--- config.mk ---
export PLATFORM = sky130hd
export DESIGN_NAME = controller
export DESIGN_NICKNAME = d
export VERILOG_FILES = /design/src/rtl/ctrlPkg.sv /design/src/rtl/rvIsaPkg.sv /design/src/rtl/controller.sv /design/src/rtl/ctrlPipe.sv /design/src/rtl/hazardUnit.sv /design/src/rtl/instrDecoder.sv
export SDC_FILE = /design/constraint.sdc
export NUM_CORES = 1
export LEC_CHECK = 0
export BUFFER_PORTS_ARGS = -buffer_cell sky130_fd_sc_hd__buf_2
export CORE_MARGIN = 3
export CORE_UTILIZATION = 48
export CTS_BUF_LIST = sky130_fd_sc_hd__clkbuf_2 sky130_fd_sc_hd__clkbuf_4 sky130_fd_sc_hd__clkbuf_8
export CTS_CLUSTER_DIAMETER = 200
export CTS_CLUSTER_SIZE = 24
export DETAILED_ROUTE_END_ITERATION = 10
export MAX_ROUTING_LAYER = met4
export PLACE_DENSITY = 0.76
export SETUP_SLACK_MARGIN = 0.02
export SYNTH_ARGS = -nofsm -noshare
export SYNTH_HDL_FRONTEND = slang
export SYNTH_HIERARCHICAL = 1
export SYNTH_SLANG_ARGS = --single-unit
--- constraint.sdc ---
create_clock -name clk -period 2.4 [get_ports clk]
set_clock_uncertainty 0.2 [all_clocks]
set_input_delay 0.6 -clock clk [delete_from_list [all_inputs] [get_ports clk]]
set_output_delay 0.6 -clock clk [all_outputs]
set_load 0.01 [all_outputs]
--- src/rtl/ctrlPkg.sv ---
`default_nettype none

package ctrlPkg;

  //////////////////////////////
  // Datapath selects

  typedef logic [2:0] immSrcT;  // Immediate format for the extender
  localparam immSrcT immI = 3'b000;
  localparam immSrcT immS = 3'b001;
  localparam immSrcT immB = 3'b010;
  localparam immSrcT immJ = 3'b011;
  localparam immSrcT immU = 3'b100;

  typedef logic [2:0] resultSrcT;  // Writeback mux select
  localparam resultSrcT resAlu = 3'b000;
  localparam resultSrcT resMem = 3'b001;  // Load data
  localparam resultSrcT resCsr = 3'b010;  // CSR read data

  typedef logic [2:0] aluSelT;       // ALU output mux, funct3 coded
  localparam aluSelT aluAdd = 3'b000;  // Address generation

  //////////////////////////////
  // Memory access

  typedef logic [1:0] memRwT;  // {read, write}
  localparam memRwT memNone  = 2'b00;
  localparam memRwT memWrite = 2'b01;
  localparam memRwT memRead  = 2'b10;
  localparam int    memRdBit = 1;
  localparam int    memWrBit = 0;

  //////////////////////////////
  // Hazard selects

  typedef logic [1:0] fwdSelT;  // Operand forwarding mux
  localparam fwdSelT fwdNone  = 2'b00;  // Register file value
  localparam fwdSelT fwdFromW = 2'b01;
  localparam fwdSelT fwdFromM = 2'b10;

  // Main decoder row: RegWrite, ImmSrc, ALUSrcA/B, MemRW, ResultSrc,
  // Branch, ALUOp, Jump, ALUResultSrc, CSRRead, Privileged, Fence, Illegal
  typedef logic [18:0] ctrlWordT;

endpackage

`default_nettype wire

--- src/rtl/rvIsaPkg.sv ---
`default_nettype none

package rvIsaPkg;

  //////////////////////////////
  // Instruction fields

  typedef logic [31:0] instrT;    // One RV32 instruction word
  typedef logic [4:0]  regAddrT;  // Integer register index
  typedef logic [6:0]  opcodeT;   // Major opcode, bits 6:0
  typedef logic [2:0]  funct3T;   // Minor opcode, bits 14:12
  typedef logic [6:0]  funct7T;   // Upper function, bits 31:25

  //////////////////////////////
  // Major opcodes, RV32I + Zicsr + Zifencei

  localparam opcodeT opLoad    = 7'b0000011;  // lb lh lw lbu lhu
  localparam opcodeT opMiscMem = 7'b0001111;  // fence, fence.i
  localparam opcodeT opOpImm   = 7'b0010011;  // I-type ALU
  localparam opcodeT opAuipc   = 7'b0010111;
  localparam opcodeT opStore   = 7'b0100011;  // sb sh sw
  localparam opcodeT opOp      = 7'b0110011;  // R-type ALU
  localparam opcodeT opLui     = 7'b0110111;
  localparam opcodeT opBranch  = 7'b1100011;
  localparam opcodeT opJalr    = 7'b1100111;
  localparam opcodeT opJal     = 7'b1101111;
  localparam opcodeT opSystem  = 7'b1110011;  // Privileged and CSR

  //////////////////////////////
  // Minor opcodes

  localparam funct7T funct7Zero = 7'b0000000;  // Plain R-type and shifts
  localparam funct7T funct7Alt  = 7'b0100000;  // sub, sra, srai

  localparam funct3T f3AddSub = 3'b000;  // Also jalr
  localparam funct3T f3Sll    = 3'b001;
  localparam funct3T f3Slt    = 3'b010;
  localparam funct3T f3Sltu   = 3'b011;
  localparam funct3T f3Sr     = 3'b101;  // srl/sra, funct7 picks which
  localparam funct3T f3Fence  = 3'b000;
  localparam funct3T f3FenceI = 3'b001;
  localparam funct3T f3Priv   = 3'b000;  // ecall, ebreak, mret, wfi

  localparam regAddrT regZero = 5'd0;  // Hardwired zero

endpackage

`default_nettype wire

--- src/rtl/controller.sv ---
`default_nettype none

module controller import rvIsaPkg::*, ctrlPkg::*; (
  input  logic       clk,
  input  logic       rst,
  input  logic       StallD, StallE, StallM, StallW,  // From stall/flush control
  input  logic       FlushD, FlushE, FlushM, FlushW,
  // Decode
  input  instrT      InstrD,
  input  logic       IllegalIEUInstrD,
  output immSrcT     ImmSrcD,
  output logic       JumpD, BranchD, IllegalBaseInstrD,
  output logic       LoadStallD, StoreStallD, StructuralStallD,
  // Execute
  input  logic [1:0] FlagsE,                          // {eq, lt}
  output logic       InstrValidD, InstrValidE,
  output regAddrT    Rs1E, Rs2E, RdE,
  output logic       ALUSrcAE, ALUSrcBE, ALUResultSrcE, SubArithE,
  output aluSelT     ALUSelectE,
  output logic       JumpE, BranchE, BranchSignedE, PCSrcE,
  output memRwT      MemRWE,
  output resultSrcT  ResultSrcE,
  output funct3T     Funct3E,
  output fwdSelT     ForwardAE, ForwardBE,
  // Memory
  output logic       InstrValidM, RegWriteM,
  output regAddrT    RdM,
  output memRwT      MemRWM,
  output funct3T     Funct3M,
  output logic       CSRReadM, CSRWriteM, PrivilegedM,
  output logic       InvalidateICacheM, FlushDCacheM, CSRWriteFenceM,
  // Writeback
  output regAddrT    RdW,
  output logic       RegWriteW,
  output resultSrcT  ResultSrcW
);

  regAddrT   Rs1D, Rs2D, RdD;   // Decode to pipe and hazard unit
  funct3T    Funct3D;
  aluSelT    ALUSelectD;
  memRwT     MemRWD;
  resultSrcT ResultSrcD;
  logic      RegWriteD, ALUSrcAD, ALUSrcBD, ALUResultSrcD, SubArithD;
  logic      CSRReadD, CSRWriteD, PrivilegedD, FenceID;

  instrDecoder uDecoder (.*);   // Decode stage, combinational
  ctrlPipe     uPipe    (.*);   // E/M/W control registers, branch
  hazardUnit   uHazard  (.*);   // Forwarding and stall detect

endmodule

`default_nettype wire

--- src/rtl/ctrlPipe.sv ---
`default_nettype none

module ctrlPipe import rvIsaPkg::*, ctrlPkg::*; (
  input  logic      clk,
  input  logic      rst,
  input  logic      StallD, StallE, StallM, StallW,
  input  logic      FlushD, FlushE, FlushM, FlushW,
  input  logic [1:0] FlagsE,                 // {eq, lt} from comparator
  // Decode stage
  input  regAddrT   Rs1D, Rs2D, RdD,
  input  funct3T    Funct3D,
  input  aluSelT    ALUSelectD,
  input  memRwT     MemRWD,
  input  resultSrcT ResultSrcD,
  input  logic      RegWriteD, ALUSrcAD, ALUSrcBD, ALUResultSrcD, SubArithD,
  input  logic      JumpD, BranchD, CSRReadD, CSRWriteD, PrivilegedD, FenceID,
  // Execute stage
  output logic      InstrValidD, InstrValidE,
  output regAddrT   Rs1E, Rs2E, RdE,
  output logic      ALUSrcAE, ALUSrcBE, ALUResultSrcE,
  output aluSelT    ALUSelectE,
  output logic      SubArithE, JumpE, BranchE,
  output logic      BranchSignedE,           // Signed compare for blt/bge
  output logic      PCSrcE,                  // Redirect fetch
  output memRwT     MemRWE,
  output resultSrcT ResultSrcE,
  output funct3T    Funct3E,
  // Memory stage
  output logic      InstrValidM,
  output regAddrT   RdM,
  output logic      RegWriteM,
  output memRwT     MemRWM,
  output funct3T    Funct3M,
  output logic      CSRReadM, CSRWriteM, PrivilegedM,
  output logic      InvalidateICacheM, FlushDCacheM,
  output logic      CSRWriteFenceM,          // Flush younger stages
  // Writeback stage
  output regAddrT   RdW,
  output logic      RegWriteW,
  output resultSrcT ResultSrcW
);

  logic      regWriteE, csrReadE, csrWriteE, privilegedE, fenceIE;
  logic      fenceIM;
  resultSrcT resultSrcM;
  logic      eqE, ltE, branchFlagE;

  //////////////////////////////
  // Stage registers

  always_ff @(posedge clk) begin
    if (rst | FlushD) begin
      InstrValidD <= 1'b0;
    end else if (~StallD) begin
      InstrValidD <= 1'b1;  // Fetch delivered a new word
    end
  end

  always_ff @(posedge clk) begin
    if (rst | FlushE) begin  // Flush beats stall, bubble
      {InstrValidE, Rs1E, Rs2E, RdE, regWriteE, ALUSrcAE, ALUSrcBE, ALUResultSrcE, ALUSelectE,
       SubArithE, JumpE, BranchE, MemRWE, ResultSrcE, Funct3E, csrReadE, csrWriteE,
       privilegedE, fenceIE} <= '0;
    end else if (~StallE) begin
      {InstrValidE, Rs1E, Rs2E, RdE, regWriteE, ALUSrcAE, ALUSrcBE, ALUResultSrcE, ALUSelectE,
       SubArithE, JumpE, BranchE, MemRWE, ResultSrcE, Funct3E, csrReadE, csrWriteE,
       privilegedE, fenceIE} <=
      {InstrValidD, Rs1D, Rs2D, RdD, RegWriteD, ALUSrcAD, ALUSrcBD, ALUResultSrcD, ALUSelectD,
       SubArithD, JumpD, BranchD, MemRWD, ResultSrcD, Funct3D, CSRReadD, CSRWriteD,
       PrivilegedD, FenceID};
    end
  end

  always_ff @(posedge clk) begin
    if (rst | FlushM) begin
      {InstrValidM, RdM, RegWriteM, MemRWM, Funct3M, CSRReadM, CSRWriteM, PrivilegedM,
       fenceIM, resultSrcM} <= '0;
    end else if (~StallM) begin
      {InstrValidM, RdM, RegWriteM, MemRWM, Funct3M, CSRReadM, CSRWriteM, PrivilegedM,
       fenceIM, resultSrcM} <=
      {InstrValidE, RdE, regWriteE, MemRWE, Funct3E, csrReadE, csrWriteE, privilegedE,
       fenceIE, ResultSrcE};
    end
  end

  always_ff @(posedge clk) begin
    if (rst | FlushW) begin
      {RdW, RegWriteW, ResultSrcW} <= '0;
    end else if (~StallW) begin
      {RdW, RegWriteW, ResultSrcW} <= {RdM, RegWriteM, resultSrcM};
    end
  end

  //////////////////////////////
  // Branch resolution

  assign {eqE, ltE}    = FlagsE;
  assign branchFlagE   = Funct3E[2] ? ltE : eqE;               // blt/bge family vs beq/bne
  assign PCSrcE        = JumpE | (BranchE & (branchFlagE ^ Funct3E[0]));  // Bit 0 inverts
  assign BranchSignedE = BranchE & (Funct3E[2:1] != 2'b11);    // Not bltu/bgeu

  // fence.i invalidates I$ after writing back D$
  assign InvalidateICacheM = fenceIM;
  assign FlushDCacheM      = fenceIM;
  assign CSRWriteFenceM    = CSRWriteM | fenceIM;

endmodule

`default_nettype wire

--- src/rtl/hazardUnit.sv ---
`default_nettype none

module hazardUnit import rvIsaPkg::*, ctrlPkg::*; (
  input  regAddrT   Rs1D, Rs2D,          // Decode sources
  input  regAddrT   Rs1E, Rs2E, RdE,
  input  regAddrT   RdM, RdW,
  input  logic      RegWriteM, RegWriteW,
  input  memRwT     MemRWD, MemRWE,
  input  resultSrcT ResultSrcE,
  output fwdSelT    ForwardAE, ForwardBE,
  output logic      LoadStallD,          // Load-use, also counted by perf counters
  output logic      StoreStallD,         // Load behind a store
  output logic      StructuralStallD
);

  logic matchDE;       // Decode source needs Execute result
  logic csrRdStallD;

  // Memory result is newer than Writeback, so it wins
  function automatic fwdSelT fwdSel(input regAddrT rs);
    fwdSelT sel;
    if (rs == regZero) begin
      sel = fwdNone;  // x0 never forwards
    end else if (RegWriteM & (rs == RdM)) begin
      sel = fwdFromM;
    end else if (RegWriteW & (rs == RdW)) begin
      sel = fwdFromW;
    end else begin
      sel = fwdNone;
    end
    return sel;
  endfunction

  //////////////////////////////
  // Forwarding

  always_comb begin
    ForwardAE = fwdSel(Rs1E);
    ForwardBE = fwdSel(Rs2E);
  end

  //////////////////////////////
  // Stalls

  assign matchDE = ((Rs1D == RdE) | (Rs2D == RdE)) & (RdE != regZero);
  assign LoadStallD  = MemRWE[memRdBit] & matchDE;      // Load data only ready in Memory
  assign StoreStallD = MemRWD[memRdBit] & MemRWE[memWrBit];
  assign csrRdStallD = (ResultSrcE == resCsr) & matchDE;  // CSR read data also late
  assign StructuralStallD = LoadStallD | StoreStallD | csrRdStallD;

endmodule

`default_nettype wire

--- src/rtl/instrDecoder.sv ---
`default_nettype none

module instrDecoder import rvIsaPkg::*, ctrlPkg::*; (
  input  instrT     InstrD,             // Instruction in Decode
  input  logic      IllegalIEUInstrD,   // Upstream illegal, squash everything
  output regAddrT   Rs1D, Rs2D, RdD,    // Register fields
  output funct3T    Funct3D,
  output immSrcT    ImmSrcD,
  output aluSelT    ALUSelectD,
  output memRwT     MemRWD,
  output resultSrcT ResultSrcD,
  output logic      RegWriteD,
  output logic      ALUSrcAD, ALUSrcBD,  // A: PC instead of rs1, B: imm instead of rs2
  output logic      BranchD, JumpD,
  output logic      ALUResultSrcD,       // Pass PC+4/imm instead of ALU result
  output logic      SubArithD,           // Invert B or arithmetic shift
  output logic      CSRReadD, CSRWriteD,
  output logic      PrivilegedD,
  output logic      FenceID,
  output logic      IllegalBaseInstrD
);

  opcodeT   opD;
  funct7T   funct7D;
  ctrlWordT ctrlWordD;                     // Main table row
  logic     f7ZeroD, f7AltD;
  logic     iFunctD, rFunctD, lFunctD, sFunctD, bFunctD;  // Legal funct per opcode
  logic     jrFunctD, fenceFunctD, pFunctD, csrFunctD;
  logic     aluOpD;                        // Use funct3 rather than add
  logic     fenceXD;                       // fence or fence.i
  logic     subD, sraD, sltD, sltuD;

  assign opD     = InstrD[6:0];
  assign Funct3D = InstrD[14:12];
  assign funct7D = InstrD[31:25];
  assign Rs1D    = InstrD[19:15];
  assign Rs2D    = InstrD[24:20];
  assign RdD     = InstrD[11:7];

  //////////////////////////////
  // Strict legality

  assign f7ZeroD     = (funct7D == funct7Zero);
  assign f7AltD      = (funct7D == funct7Alt);
  assign iFunctD     = ((Funct3D != f3Sll) & (Funct3D != f3Sr)) |   // Non-shifts
                       ((Funct3D == f3Sll) & f7ZeroD) |
                       ((Funct3D == f3Sr) & (f7ZeroD | f7AltD));    // srli, srai
  assign rFunctD     = f7ZeroD | (((Funct3D == f3AddSub) | (Funct3D == f3Sr)) & f7AltD);
  assign lFunctD     = Funct3D inside {3'b000, 3'b001, 3'b010, 3'b100, 3'b101};
  assign sFunctD     = Funct3D inside {3'b000, 3'b001, 3'b010};
  assign bFunctD     = (Funct3D[2:1] != 2'b01);  // 010, 011 unused
  assign jrFunctD    = (Funct3D == f3AddSub);
  assign fenceFunctD = (Funct3D == f3Fence) | (Funct3D == f3FenceI);
  assign pFunctD     = (Funct3D == f3Priv) & (RdD == regZero);
  assign csrFunctD   = (Funct3D[1:0] != 2'b00);  // csrrw/s/c and imm forms

  //////////////////////////////
  // Main control table

  // Low byte: Branch ALUOp Jump ALUResultSrc CSRRead Privileged Fence Illegal
  always_comb begin
    ctrlWordD = {1'b0, immI, 2'b00, memNone, resAlu, 8'b0000_0001};  // Illegal by default
    case (opD)
      opLoad:    if (lFunctD)
                   ctrlWordD = {1'b1, immI, 2'b01, memRead, resMem, 8'b0000_0000};
      opMiscMem: if (fenceFunctD)
                   ctrlWordD = {1'b0, immI, 2'b00, memNone, resAlu, 8'b0000_0010};
      opOpImm:   if (iFunctD)
                   ctrlWordD = {1'b1, immI, 2'b01, memNone, resAlu, 8'b0100_0000};
      opAuipc:     ctrlWordD = {1'b1, immU, 2'b11, memNone, resAlu, 8'b0000_0000};
      opStore:   if (sFunctD)
                   ctrlWordD = {1'b0, immS, 2'b01, memWrite, resAlu, 8'b0000_0000};
      opOp:      if (rFunctD)
                   ctrlWordD = {1'b1, immI, 2'b00, memNone, resAlu, 8'b0100_0000};
      opLui:       ctrlWordD = {1'b1, immU, 2'b01, memNone, resAlu, 8'b0001_0000};
      opBranch:  if (bFunctD)
                   ctrlWordD = {1'b0, immB, 2'b11, memNone, resAlu, 8'b1000_0000};
      opJalr:    if (jrFunctD)
                   ctrlWordD = {1'b1, immI, 2'b01, memNone, resAlu, 8'b0011_0000};
      opJal:       ctrlWordD = {1'b1, immJ, 2'b11, memNone, resAlu, 8'b0011_0000};
      opSystem:  if (pFunctD)  // Decoded further in the privilege unit
                   ctrlWordD = {1'b0, immI, 2'b00, memNone, resAlu, 8'b0000_0100};
                 else if (csrFunctD)
                   ctrlWordD = {1'b1, immI, 2'b00, memNone, resCsr, 8'b0000_1000};
      default:   ctrlWordD = {1'b0, immI, 2'b00, memNone, resAlu, 8'b0000_0001};
    endcase
  end

  assign {RegWriteD, ImmSrcD, ALUSrcAD, ALUSrcBD, MemRWD, ResultSrcD, BranchD, aluOpD,
          JumpD, ALUResultSrcD, CSRReadD, PrivilegedD, fenceXD} =
         IllegalIEUInstrD ? '0 : ctrlWordD[18:1];  // Squash on upstream illegal
  assign IllegalBaseInstrD = ctrlWordD[0];

  //////////////////////////////
  // ALU and side decode

  assign ALUSelectD = aluOpD ? Funct3D : aluAdd;  // Loads, stores, jumps add
  assign subD       = (Funct3D == f3AddSub) & funct7D[5] & opD[5];  // opD[5] keeps addi out
  assign sraD       = (Funct3D == f3Sr) & funct7D[5];
  assign sltD       = (Funct3D == f3Slt);
  assign sltuD      = (Funct3D == f3Sltu);
  assign SubArithD  = aluOpD & (subD | sraD | sltD | sltuD);

  // Set/clear with zero source (rs1 or uimm) only reads
  assign CSRWriteD = CSRReadD & ~(InstrD[13] & (Rs1D == regZero));
  assign FenceID   = fenceXD & (Funct3D == f3FenceI);  // Plain fence is a nop

endmodule

`default_nettype wire

# Word-level counts from Yosys, hierarchy flattened
# Cells that the tools add are included.
# totals
ff_bits	67
output_inout_bits	76
elab_cells	132
input_bits	45
# op_classes
bitwise_logic	42
reduce_logical	10
n_eq_ne	28
n_mux	19
# ops
operator	n
case mux 19 bit (11 select lines)	1
two-way mux 19 bit	6
== test 5 bit	6
== test 7 x 6 -> 1 bit (second input constant)	4
== test 7 bit (second input constant)	4
AND 1 bit	22
zero test 5 bit	4
two-way mux 18 bit	1
OR 1 bit	18
two-way mux 17 bit	1
two-way mux 16 bit	1
== test 7 x 5 -> 1 bit (second input constant)	2
two-way mux 2 bit	5
nonzero test 5 bit	2
== test 3 x 2 -> 1 bit (second input constant)	3
== test 7 x 2 -> 1 bit (second input constant)	1
== test 7 x 4 -> 1 bit (second input constant)	1
zero test 7 bit	1
== test 3 bit (second input constant)	2
== test 3 x 1 -> 1 bit (second input constant)	1
zero test 3 bit	1
two-way mux 1 bit	3
two-way mux 3 bit	1
inequality test 3 x 1 -> 1 bit (second input constant)	1
other kinds (7)	7

# Depth between registers and ports, before layout
# Gate-level depths: netlist of the first run.
# depth
depth_word	10
mapped_depth	8

# Modules after synthesis
# The synthesis of the first run kept the hierarchy.
# modules_own_cells
mod	instances	area_each_um2	cells_per_inst
ctrlPipe	1	2452.4	224
instrDecoder	1	775.7	121
hazardUnit	1	429.2	57

# Worst setup path before layout of the first run
# No wires, ideal clock.
# synth_timing
kind	input-to-output
startpoint	input port InstrD[2]
endpoint	output port StructuralStallD
required_time_ns	1.600
n_path_buf	0
cell_stages	6
arrival_time_ns	1.827
setup_slack_ns	-0.227
cell_sequence	or2_2 > nor3_1 > nand3_1 > nor2_1 > and2_1 > o21bai_1
# synth_via
elab_chain_len	6
# synth_rtl
element	line	text
from (decl)	controller.sv:9	input instrT InstrD,
== test 7 bit (tied with other cells)	instrDecoder.sv:63	case (opD)
case mux 19 bit (11 select lines) (*)	instrDecoder.sv:63	
two-way mux 18 bit (*)	instrDecoder.sv:91	IllegalIEUInstrD ? '0 : ctrlWordD[18:1];
named net MemRWD[1]	controller.sv:41	memRwT MemRWD;
AND 1 bit (*)	hazardUnit.sv:47	assign StoreStallD = MemRWD[memRdBit] & MemRWE[memWrBit];
named net StoreStallD	controller.sv:13	output logic LoadStallD, StoreStallD, StructuralStallD,
OR 1 bit (*) (2 in a row)	hazardUnit.sv:49	assign StructuralStallD = LoadStallD | StoreStallD | csrRdStallD;
to (decl)	controller.sv:13	
# The timed path passes the listed nets; every way through them passes the cells marked *.

# Worst setup path after layout of the first run
# layout_timing
startpoint	input port InstrD[3]
endpoint	output port IllegalBaseInstrD
# layout_via
elab_chain_len	2
# layout_rtl
element	line	text
== test 7 bit (tied with other cells)	instrDecoder.sv:63	
case mux 19 bit (11 select lines) (*)	instrDecoder.sv:63	
to (decl)	controller.sv:12	output logic JumpD, BranchD, IllegalBaseInstrD,
# Every way passes the cells marked *; elsewhere a longest branch is shown, timed or not.

==> impl_metrics.env, run 1 <==
export IMPL_clock_latency_ns=0.34
export IMPL_clock_tree_root_cell="clkbuf_8"
export IMPL_core_region_area_sq_mm=0.007331
export IMPL_ctsLongestPathBuffers=2
export IMPL_power_uw=2530
export IMPL_static_leakage_power_uw=0.002433
export IMPL_pd_cells_mw_per_mm2=497.6
export IMPL_yosys_most_used_dff="dfxtp_1"
export IMPL_holdBufCountCts=0
export IMPL_mostFrequentLayoutCells="110 x buf_2, 77 x nor2_1, 67 x mux2i_1, 58 x buf_4, 49 x dfxtp_1"
export IMPL_io_buffer_count=120
export IMPL_arrival_ns=1.77
export IMPL_netlist_instances=402
export IMPL_worst_setup_path_start_kind="input pin"
export IMPL_crit_cells=6
export IMPL_gr_total_overflow=0
export IMPL_syn_nets=447
export IMPL_worst_slew_pin_slew_ns=0.7038
export IMPL_dp_hpwl_um=7930
export IMPL_final_hold_viol_count=0
export IMPL_grt_start_max_net_pins=39
export IMPL_global_route_wire_length_before_repair_um=16790
export IMPL_routed_wl_um=11070
export IMPL_site_rows=31
export IMPL_final_min_period_over_clock_period_pct=107.1
export IMPL_die_height_um=93.29
export IMPL_timing_critical_path_buf_inv=2
export IMPL_setup_tns_final_ns=-0.7612
export IMPL_max_slew_margin_rel_pct=53.08
export IMPL_crit_fanout=4
export IMPL_number_of_antenna_violations_at_the_first_check_in_global_routing=0
export IMPL_min_period_ns=2.571
export IMPL_ctsHtreeMaxLevel=3
export IMPL_run_status="finished, violations left"
export IMPL_timing_critical_path_slowest_stage_cell="or4_4"
export IMPL_end_kind="primary output"
export IMPL_areaGrowthSynthToFinish_pct=39.04
export IMPL_setup_viol_count_final=8
export IMPL_layout_commonest_cell="buf_2"
export IMPL_clock_fmax_ghz=0.3889
export IMPL_required_ns=1.60
export IMPL_fp_dieArea_sq_mm=0.008703
export IMPL_number_of_synthesis_warnings=6
export IMPL_rsz0062_at_grt="true"
export IMPL_critical_path_cell_chain="buf_8, nand2b_4, or4_4, a31o_4, nand4_1, buf_2"
export IMPL_tritoncts="yes"
export IMPL_final_net_count=596
export IMPL_ys_types=53
export IMPL_die_w_um=93.29
export IMPL_slowest_delay_ns=0.50
export IMPL_cts_sink_count=67
export IMPL_drtIter0Drc=189
export IMPL_final_slew_viol_count=0
export IMPL_post_drt_wl_per_cell_um=16.92
export IMPL_holdCritPathClass="in -> reg"
export IMPL_vias=3541
export IMPL_route_detailed_vias_per_inst=5.414
export IMPL_grt_util_all_layers_pct=25.19
export IMPL_postRouteAntennaNets=0
export IMPL_ir_drop_mv=0.3110
export IMPL_effective_utilization_at_floorplan_pct=49.89
export IMPL_detail_route_first_pass_iterations=4
export IMPL_tritoncts_num_buffers=9
export IMPL_syn_area_per_cell_sq_um=9.098
export IMPL_filler_cell_count=589
export IMPL_cts_clk_slew_worst_paths_ns=0.08
export IMPL_path_delay_family="simple AND/OR/NAND/NOR gates"
export IMPL_syn_area_sq_mm=0.003657
export IMPL_final_layout_size_suffix_gt1_share_pct=46.49
export IMPL_yosysSeqAreaShare_pct=36.67
export IMPL_place_congestion=0.8849
export IMPL_timing_max_cap_violations=0
export IMPL_postSynthRegisterBits=67
export IMPL_violations="setup timing"
export IMPL_num_antenna_cells=0
export IMPL_postSynth_asyncResetShare_pct=0
export IMPL_post_synth_edffs=0
export IMPL_first_global_vias=3539
export IMPL_worst_setup_path_category="in -> out"
export IMPL_route_detailed_drc=0
export IMPL_worst_hold_path_stage_count=2
export IMPL_worstRegToRegCells=3
export IMPL_setup_slack_ns=-0.1712
export IMPL_io_pins=121
-- logic make-up after synthesis --
| kind of cell | after synthesis | share of synthesized area (%) |
|---|---|---|
| AOI/OAI and AO/OA | 32 | 6.946 |
| other | 1 | 0.1025 |
| and+or+nand+nor | 156 | 21.07 |
| DFF | 67 | 36.67 |
| buffers and inverters | 48 | 9.442 |
| xor gates and xnor gates | 31 | 7.424 |
| muxes | 67 | 18.34 |
-- final cells by class --
class	instances	area (sq um)	share of cell area [%]
multi-input combinational	287	2186	42.99
timing repair buffer	180	1157	22.76
inverter	6	22.52	0.4429
tap	99	123.9	2.436
sequential	67	1381	27.17
clock buffer	9	123.9	2.436
clock inverter	6	90.09	1.772
-- registers in the layout, indices dropped and copies added, names as in the netlist, 2 cells and up --
signal            flops
uPipe/RdE             5
uPipe/RdM             5
uPipe/RdW             5
uPipe/Rs1E            5
uPipe/Rs2E            5
uPipe/ALUSelectE      3
uPipe/Funct3E         3
uPipe/Funct3M         3
uPipe/ResultSrcE      3
uPipe/ResultSrcW      3
uPipe/resultSrcM      3
uPipe/MemRWE          2
uPipe/MemRWM          2
-- timing repair --
action                                  CTS  global route
buffers inserted                          5             7
endpoints found under the setup margin   13            13
gates resized for setup                  45            34
pin swaps                                10            12
-- routing by layer --
layer	wire length, um	GRT usage [%]	up-vias	part of all wire [%]
met3	643	4.505	22	5.8
met2	5691	44.43	138	51
met1	4483	28.39	1720	41
met4	248	9.402	0	2.2
met5	0	-	-	0
li1	-	-	1661	-
-- Yosys cell counts, types with 4 or more instances --
master | number | share of area (%)
buf_2 | 6 | 0.82
buf_4 | 24 | 4.9
buf_6 | 9 | 2.8
dfxtp_1 | 67 | 37
inv_1 | 6 | 0.62
mux2i_1 | 67 | 18
nand2_1 | 11 | 1.1
nand3_1 | 6 | 0.82
nand4_1 | 4 | 0.68
nor2_1 | 84 | 8.6
nor2b_1 | 4 | 0.68
nor3_1 | 11 | 1.5
nor4_1 | 6 | 1.0
o21ai_0 | 6 | 0.82
or2_2 | 5 | 0.86
xnor2_1 | 15 | 3.6
xor2_1 | 16 | 3.8
-- power by group --
part | total, uW | switching, uW | internal [uW]
Combinational | 359 | 186 | 173
Clock | 1030 | 448 | 583
Sequential | 1140 | 21.6 | 1120
-- final timing paths --
kind | startpoint | endpoint | slack [ns]
hold reg to reg | uPipe/InstrValidD$_SDFFE_PP0N_ | uPipe/InstrValidD$_SDFFE_PP0N_ | 0.28
setup reg to reg | uPipe/RdE[0]$_SDFFE_PP0N_ | uPipe/RdM[0]$_SDFFE_PP0N_ | 1.32
hold / removal | FlushD | uPipe/InstrValidD$_SDFFE_PP0N_ | 0.21
setup / recovery | InstrD[3] | IllegalBaseInstrD | -0.17
-- metrics by stage --
stage	util [%]	std cells	cell area, sq um	hold slack [ns]	setup WS, ns
finish	69.36	654	5085	0.2097	-0.1712
global route	69.36	654	5085	0.2013	-0.2199
CTS	66.91	647	4905	0.2019	-0.1792
detailed placement	61.19	627	4486	0.2759	-0.2738
global placement	61.19	627	4486	0.2557	-0.2525
floorplan	-	402	3717	0.2601	0.01345
(Power assumes the default switching activity.)
==> run 2: changes to the inputs <==
--- a/config.mk
+++ b/config.mk
@@ -6,8 +6,10 @@
 export NUM_CORES = 1
 export LEC_CHECK = 0
 export BUFFER_PORTS_ARGS = -buffer_cell sky130_fd_sc_hd__buf_2
+export CELL_PAD_IN_SITES_DETAIL_PLACEMENT = 0
+export CELL_PAD_IN_SITES_GLOBAL_PLACEMENT = 1
 export CORE_MARGIN = 3
-export CORE_UTILIZATION = 48
+export CORE_UTILIZATION = 35
 export CTS_BUF_LIST = sky130_fd_sc_hd__clkbuf_2 sky130_fd_sc_hd__clkbuf_4 sky130_fd_sc_hd__clkbuf_8
 export CTS_CLUSTER_DIAMETER = 200
 export CTS_CLUSTER_SIZE = 24
==> run 2 against run 1 <==
The run still ends with setup timing left; critical endpoint unchanged; via count shrank 3.1%; critical path depth stayed put; combinational power hardly changed; maximum frequency fell by 0.56%; design area up 1.8%; clock power fell by 8%; register-to-register slack worse by 0.05 ns; die area increased by 35%; first-iteration DRC count decreased by 17%; largest power group unchanged; sequential share of layout area decreased by 0.33 points; wire length shrank 3.2%; total power fell by 3.4%.
==> impl_metrics.env, run 2 (synthesis gave the netlist of run 1 again) <==
export IMPL_worst_slew_pin_slew_ns=0.7371
export IMPL_die_height_um=108.2
export IMPL_vias=3430
export IMPL_first_global_vias=3324
export IMPL_finish_cell_count_without_fillers=700
export IMPL_holdCritPathClass="in -> reg"
export IMPL_required_ns=1.60
export IMPL_share_comb_of_total_power_pct=14.7
export IMPL_placedInstanceArea_sq_mm=0.004526
export IMPL_worst_setup_path_category="in -> out"
export IMPL_finish_utilization_pct=51.99
export IMPL_worstSetupStartpoint="InstrD[2]"
export IMPL_tritoncts_num_buffers=9
export IMPL_final_layout_size_suffix_gt1_share_pct=47.35
export IMPL_preCtsSetupSlack_ns=-0.2416
export IMPL_clock_fmax_ghz=0.3867
export IMPL_layout_commonest_cell="buf_2"
export IMPL_min_period_ns=2.586
export IMPL_fp_dieArea_sq_mm=0.01171
export IMPL_ctsHtreeMaxLevel=3
export IMPL_crit_fanout=5
export IMPL_routed_wl_um=10720
export IMPL_swShare_pct=26.89
export IMPL_final_slew_viol_count=0
export IMPL_reg2reg_slack_ns=1.27
export IMPL_effective_utilization_at_floorplan_pct=36.74
export IMPL_route_detailed_vias_per_inst=4.900
export IMPL_mostFrequentLayoutCells="111 x buf_2, 77 x nor2_1, 67 x buf_4, 67 x mux2i_1, 51 x dfxtp_1"
export IMPL_final_area_sq_mm=0.005175
export IMPL_setup_tns_final_ns=-0.7221
export IMPL_timing_rr_start="uPipe/RdM[0]$_SDFFE_PP0N_"
export IMPL_io_buffer_count=120
export IMPL_arrival_ns=1.79
export IMPL_grt_util_all_layers_pct=18.83
export IMPL_post_drt_wl_per_cell_um=15.31
export IMPL_final_min_period_over_clock_period_pct=107.7
export IMPL_final_hold_viol_count=0
export IMPL_core_region_area_sq_mm=0.009955
export IMPL_die_w_um=108.2
export IMPL_site_rows=36
export IMPL_io_pins=121
export IMPL_global_route_wire_length_before_repair_um=16790
export IMPL_place_congestion=0.8434
export IMPL_holdBufCountCts=0
export IMPL_min_delay_start="FlushD"
export IMPL_cts_clk_slew_worst_paths_ns=0.08
export IMPL_rsz0062_at_grt="true"
export IMPL_postRouteAntennaNets=0
export IMPL_setup_slack_ns=-0.1857
export IMPL_static_leakage_power_uw=0.002467
export IMPL_ir_drop_mv=0.3250
export IMPL_number_of_antenna_violations_at_the_first_check_in_global_routing=1
export IMPL_detail_route_first_pass_iterations=4
export IMPL_seq_power_share_pct=46.4
export IMPL_run_status="finished, violations left"
export IMPL_worst_setup_path_start_kind="input pin"
export IMPL_clock_latency_ns=0.33
export IMPL_gr_total_overflow=0
export IMPL_max_slew_margin_rel_pct=50.86
export IMPL_timing_max_cap_violations=0
export IMPL_clock_tree_root_cell="clkbuf_8"
export IMPL_route_detailed_drc=0
export IMPL_cts_sink_count=67
export IMPL_areaGrowthSynthToFinish_pct=41.50
export IMPL_pwr_share_clk_pct=38.9
export IMPL_ctsLongestPathBuffers=2
export IMPL_drtIter0Drc=156
export IMPL_pd_cells_mw_per_mm2=472.5
export IMPL_place_inst=659
export IMPL_dp_hpwl_um=7883
export IMPL_switchingPower_uw=657.5
export IMPL_setup_viol_count_final=7
export IMPL_internal_power_uw=1788
export IMPL_grt_start_max_net_pins=39
export IMPL_tritoncts="yes"
export IMPL_end_kind="primary output"
export IMPL_violations="setup timing"
export IMPL_final_net_count=606
-- run 2: changes by cell type in the layout (fill, tap and decap cells not counted), sizes merged --
| cell | before | now |
|---|---|---|
| diode | 0 | 1 |
| bufinv | 2 | 1 |
| clkinv | 2 | 3 |
| clkbuf | 9 | 10 |
| buf | 180 | 190 |
-- run 2: final timing paths --
check	endpoint	cells past startpoint
worst max-delay path	IllegalBaseInstrD	6
worst min register to register	uPipe/InstrValidD$_SDFFE_PP0N_	2
worst max register to register	uPipe/RdM[0]$_SDFFE_PP0N_	4
worst min-delay path	uPipe/InstrValidD$_SDFFE_PP0N_	2
-- run 2: area by class of cell --
cell class / instances / area [sq um]
Clock buffer: 10 / 131.4
Fill cell: 943 / 4780
Timing Repair Buffer: 190 / 1224
Antenna cell: 1 / 2.502
Sequential cell: 67 / 1389
Inverter: 6 / 22.52
Multi-Input combinational cell: 287 / 2175
Tap cell: 133 / 166.4
Clock inverter: 6 / 65.06
-- run 2: critical path, stage by stage --
cell and delay, ns:
buf_8 0.10, buf_4 0.12, or4_4 0.54, a31o_4 0.21
nand4_1 0.07, buf_2 0.14
-- run 2: repair_timing --
item	4_1_cts	5_1_grt
resized for setup	45	29
endpoints found under the setup margin	13	13
pin swaps	17	18
setup buffers	13	11
-- run 2: power groups by stage --
| stage | clock network [uW] | registers, uW | logic, uW |
|---|---|---|---|
| global placement | 0 | 1170 | 309 |
| floorplan | 0 | 1170 | 206 |
| global route | 1030 | 1140 | 388 |
| detailed placement | 0 | 1170 | 312 |
| finish | 951 | 1140 | 358 |
| CTS | 983 | 1140 | 335 |
-- run 2: per-stage QoR --
stage	total power, uW	hold WS (ns)
global placement	1479	0.2572
detailed placement	1483	0.2582
global route	2560	0.2048
CTS	2457	0.1921
floorplan	1378	0.2601
finish	2445	0.2163
-- run 2: metal layers --
layer | GRT usage, % | share of wire, % | vias up
met5 | - | 0 | -
met4 | 5.951 | 1.0 | 0
met3 | 4.239 | 7.3 | 8
met2 | 30.28 | 48 | 125
met1 | 23.57 | 44 | 1613
li1 | - | - | 1684
==> run 3: changes to the inputs <==
--- a/config.mk
+++ b/config.mk
@@ -15,7 +15,7 @@
 export CTS_CLUSTER_SIZE = 24
 export DETAILED_ROUTE_END_ITERATION = 10
 export MAX_ROUTING_LAYER = met4
-export PLACE_DENSITY = 0.76
+export PLACE_DENSITY = 0.84
 export SETUP_SLACK_MARGIN = 0.02
 export SYNTH_ARGS = -nofsm -noshare
 export SYNTH_HDL_FRONTEND = slang
==> constraint.sdc (replaced) <==
create_clock -name clk -period 2.4 [get_ports clk]
set_clock_uncertainty 0.2 [all_clocks]
set_input_delay 0.6 -clock clk [delete_from_list [all_inputs] [get_ports clk]]
set_output_delay 0.6 -clock clk [all_outputs]
set_load 0.005 [all_outputs]
==> run 3 against run 2 <==
The flow still finishes with violations (setup timing); worst hold slack got worse by 0.0021 ns; total power rose by 3.2%; design area fell by 0.63%; highest routed layer unchanged; die area stayed put; non-clock buffer count fell by 3; utilization fell by 0.33 points; largest power group unchanged.
==> impl_metrics.env, run 3 (synthesis gave the netlist of run 1 again) <==
export IMPL_first_global_vias=3366
export IMPL_route_detailed_vias_per_inst=4.986
export IMPL_final_min_period_over_clock_period_pct=107.1
export IMPL_run_status="finished, violations left"
export IMPL_setup_viol_count_final=9
export IMPL_areaGrowthSynthToFinish_pct=40.61
export IMPL_ctsLongestPathBuffers=2
export IMPL_tritoncts="yes"
export IMPL_pd_cells_mw_per_mm2=490.9
export IMPL_grt_util_all_layers_pct=18.86
export IMPL_place_inst=662
export IMPL_required_ns=1.60
export IMPL_grt_start_max_net_pins=39
export IMPL_io_buffer_count=120
export IMPL_gr_total_overflow=0
export IMPL_number_of_antenna_violations_at_the_first_check_in_global_routing=0
export IMPL_detail_route_first_pass_iterations=4
export IMPL_path_delay_family="simple AND/OR/NAND/NOR gates"
export IMPL_violations="setup timing"
export IMPL_ir_drop_mv=0.2942
export IMPL_setup_slack_ns=-0.1716
export IMPL_route_detailed_drc=0
export IMPL_die_w_um=108.2
export IMPL_critical_path_cell_chain="buf_6, nand2b_4, or4_4, a31o_4, nand4_1, buf_2"
export IMPL_dp_hpwl_um=8162
export IMPL_worst_setup_path_start_kind="input pin"
export IMPL_finish_cell_count_without_fillers=696
export IMPL_min_period_ns=2.572
export IMPL_layout_commonest_cell="buf_2"
export IMPL_end_kind="primary output"
export IMPL_ctsHtreeMaxLevel=3
export IMPL_arrival_ns=1.77
export IMPL_core_region_area_sq_mm=0.009955
export IMPL_die_height_um=108.2
export IMPL_sequential_cell_area_sq_mm=0.001376
export IMPL_timing_critical_path_slowest_stage_cell="or4_4"
export IMPL_vias=3470
export IMPL_place_congestion=0.8731
export IMPL_fp_dieArea_sq_mm=0.01171
export IMPL_final_net_count=603
export IMPL_final_slew_viol_count=0
export IMPL_final_layout_size_suffix_gt1_share_pct=46.36
export IMPL_post_drt_wl_per_cell_um=15.60
export IMPL_timing_max_cap_violations=0
export IMPL_site_rows=36
export IMPL_cts_sink_count=67
export IMPL_clock_latency_ns=0.34
export IMPL_rsz0062_at_grt="true"
export IMPL_clock_fmax_ghz=0.3889
export IMPL_effective_utilization_at_floorplan_pct=36.74
export IMPL_routed_wl_um=10860
export IMPL_max_slew_margin_rel_pct=55.55
export IMPL_holdCritPathClass="in -> reg"
export IMPL_power_uw=2525
export IMPL_postRouteAntennaNets=0
export IMPL_mostFrequentLayoutCells="113 x buf_2, 77 x nor2_1, 67 x mux2i_1, 59 x buf_4, 51 x dfxtp_1"
export IMPL_drtIter0Drc=186
export IMPL_crit_fanout=4
export IMPL_worst_setup_path_category="in -> out"
export IMPL_cts_clk_slew_worst_paths_ns=0.08
export IMPL_timing_critical_path_buf_inv=2
export IMPL_static_leakage_power_uw=0.002456
export IMPL_final_hold_viol_count=0
export IMPL_holdBufCountCts=0
export IMPL_multi_input_comb_area_sq_mm=0.002150
export IMPL_worst_slew_pin_slew_ns=0.6667
export IMPL_io_pins=121
export IMPL_slowest_delay_ns=0.52
export IMPL_clock_tree_root_cell="clkbuf_8"
export IMPL_global_route_wire_length_before_repair_um=16920
export IMPL_num_antenna_cells=0
export IMPL_tritoncts_num_buffers=9
export IMPL_filler_cell_count=958
## run 3: power by group
group          internal [uW]  switching [uW]  total [uW]
sequential              1120            22.1        1140
clock                    598             439        1040
combinational            173             172         345
total                   1890             633        2520
## run 3: final timing paths
kind | start | to | slack (ns) | depth (start not counted)
max | InstrD[3] | IllegalBaseInstrD | -0.17 | 6
min | FlushD | uPipe/InstrValidD$_SDFFE_PP0N_ | 0.21 | 2
max reg2reg | uPipe/RdE[0]$_SDFFE_PP0N_ | uPipe/RdM[0]$_SDFFE_PP0N_ | 1.34 | 3
min reg2reg | uPipe/csrWriteE$_SDFFE_PP0N_ | uPipe/CSRWriteM$_SDFFE_PP0N_ | 0.29 | 2
## run 3: routing by layer
metal  vias to the layer above  share of wire (%)  track usage [%]  wire length [um]
met5                         -                  0                -                 0
met4                         0                1.6            5.951               179
met3                        14                6.4            4.119               698
met2                       138                 49            31.13              5300
met1                      1639                 43            23.07              4679
li1                       1679                  -                -                 -
## run 3: area by class of cell
| class | instances | area share [%] |
|---|---|---|
| flip-flops and latches | 67 | 26.76 |
| multi-input cells | 287 | 41.80 |
| well taps | 133 | 3.236 |
| inverters | 6 | 0.4380 |
| clock buffers | 10 | 2.555 |
| repair buffers | 187 | 23.46 |
| clock inverters | 6 | 1.752 |
## run 3: what timing repair did
| action | in CTS | in global routing |
|---|---|---|
| endpoints found under the setup margin | 12 | 14 |
| gates resized for setup | 45 | 30 |
| pin swaps | 15 | 12 |
| setup buffers | 14 | 7 |
## run 3: through the flow
| stage | setup WS (ns) | setup TNS, ns | util (%) | instance area (sq um) | hold slack [ns] |
|---|---|---|---|---|---|
| after floorplan | 0.01859 | 0 | - | 3691 | 0.2541 |
| after global placement | -0.2718 | -1.770 | 45.36 | 4516 | 0.2721 |
| after detailed placement | -0.2587 | -1.825 | 45.36 | 4516 | 0.2853 |
| after CTS | -0.1663 | -0.8081 | 50.24 | 5001 | 0.1982 |
| after global routing | -0.2601 | -1.554 | 51.66 | 5142 | 0.1865 |
| final | -0.1716 | -0.7922 | 51.66 | 5142 | 0.2142 |
## run 3: worst register-to-register path: cells and delay by family (launching register included)
kind,cells,cell delay [ns]
flops,1,0.37
mux,1,0.13
simple gates,1,0.05
buf+inv,1,0.18
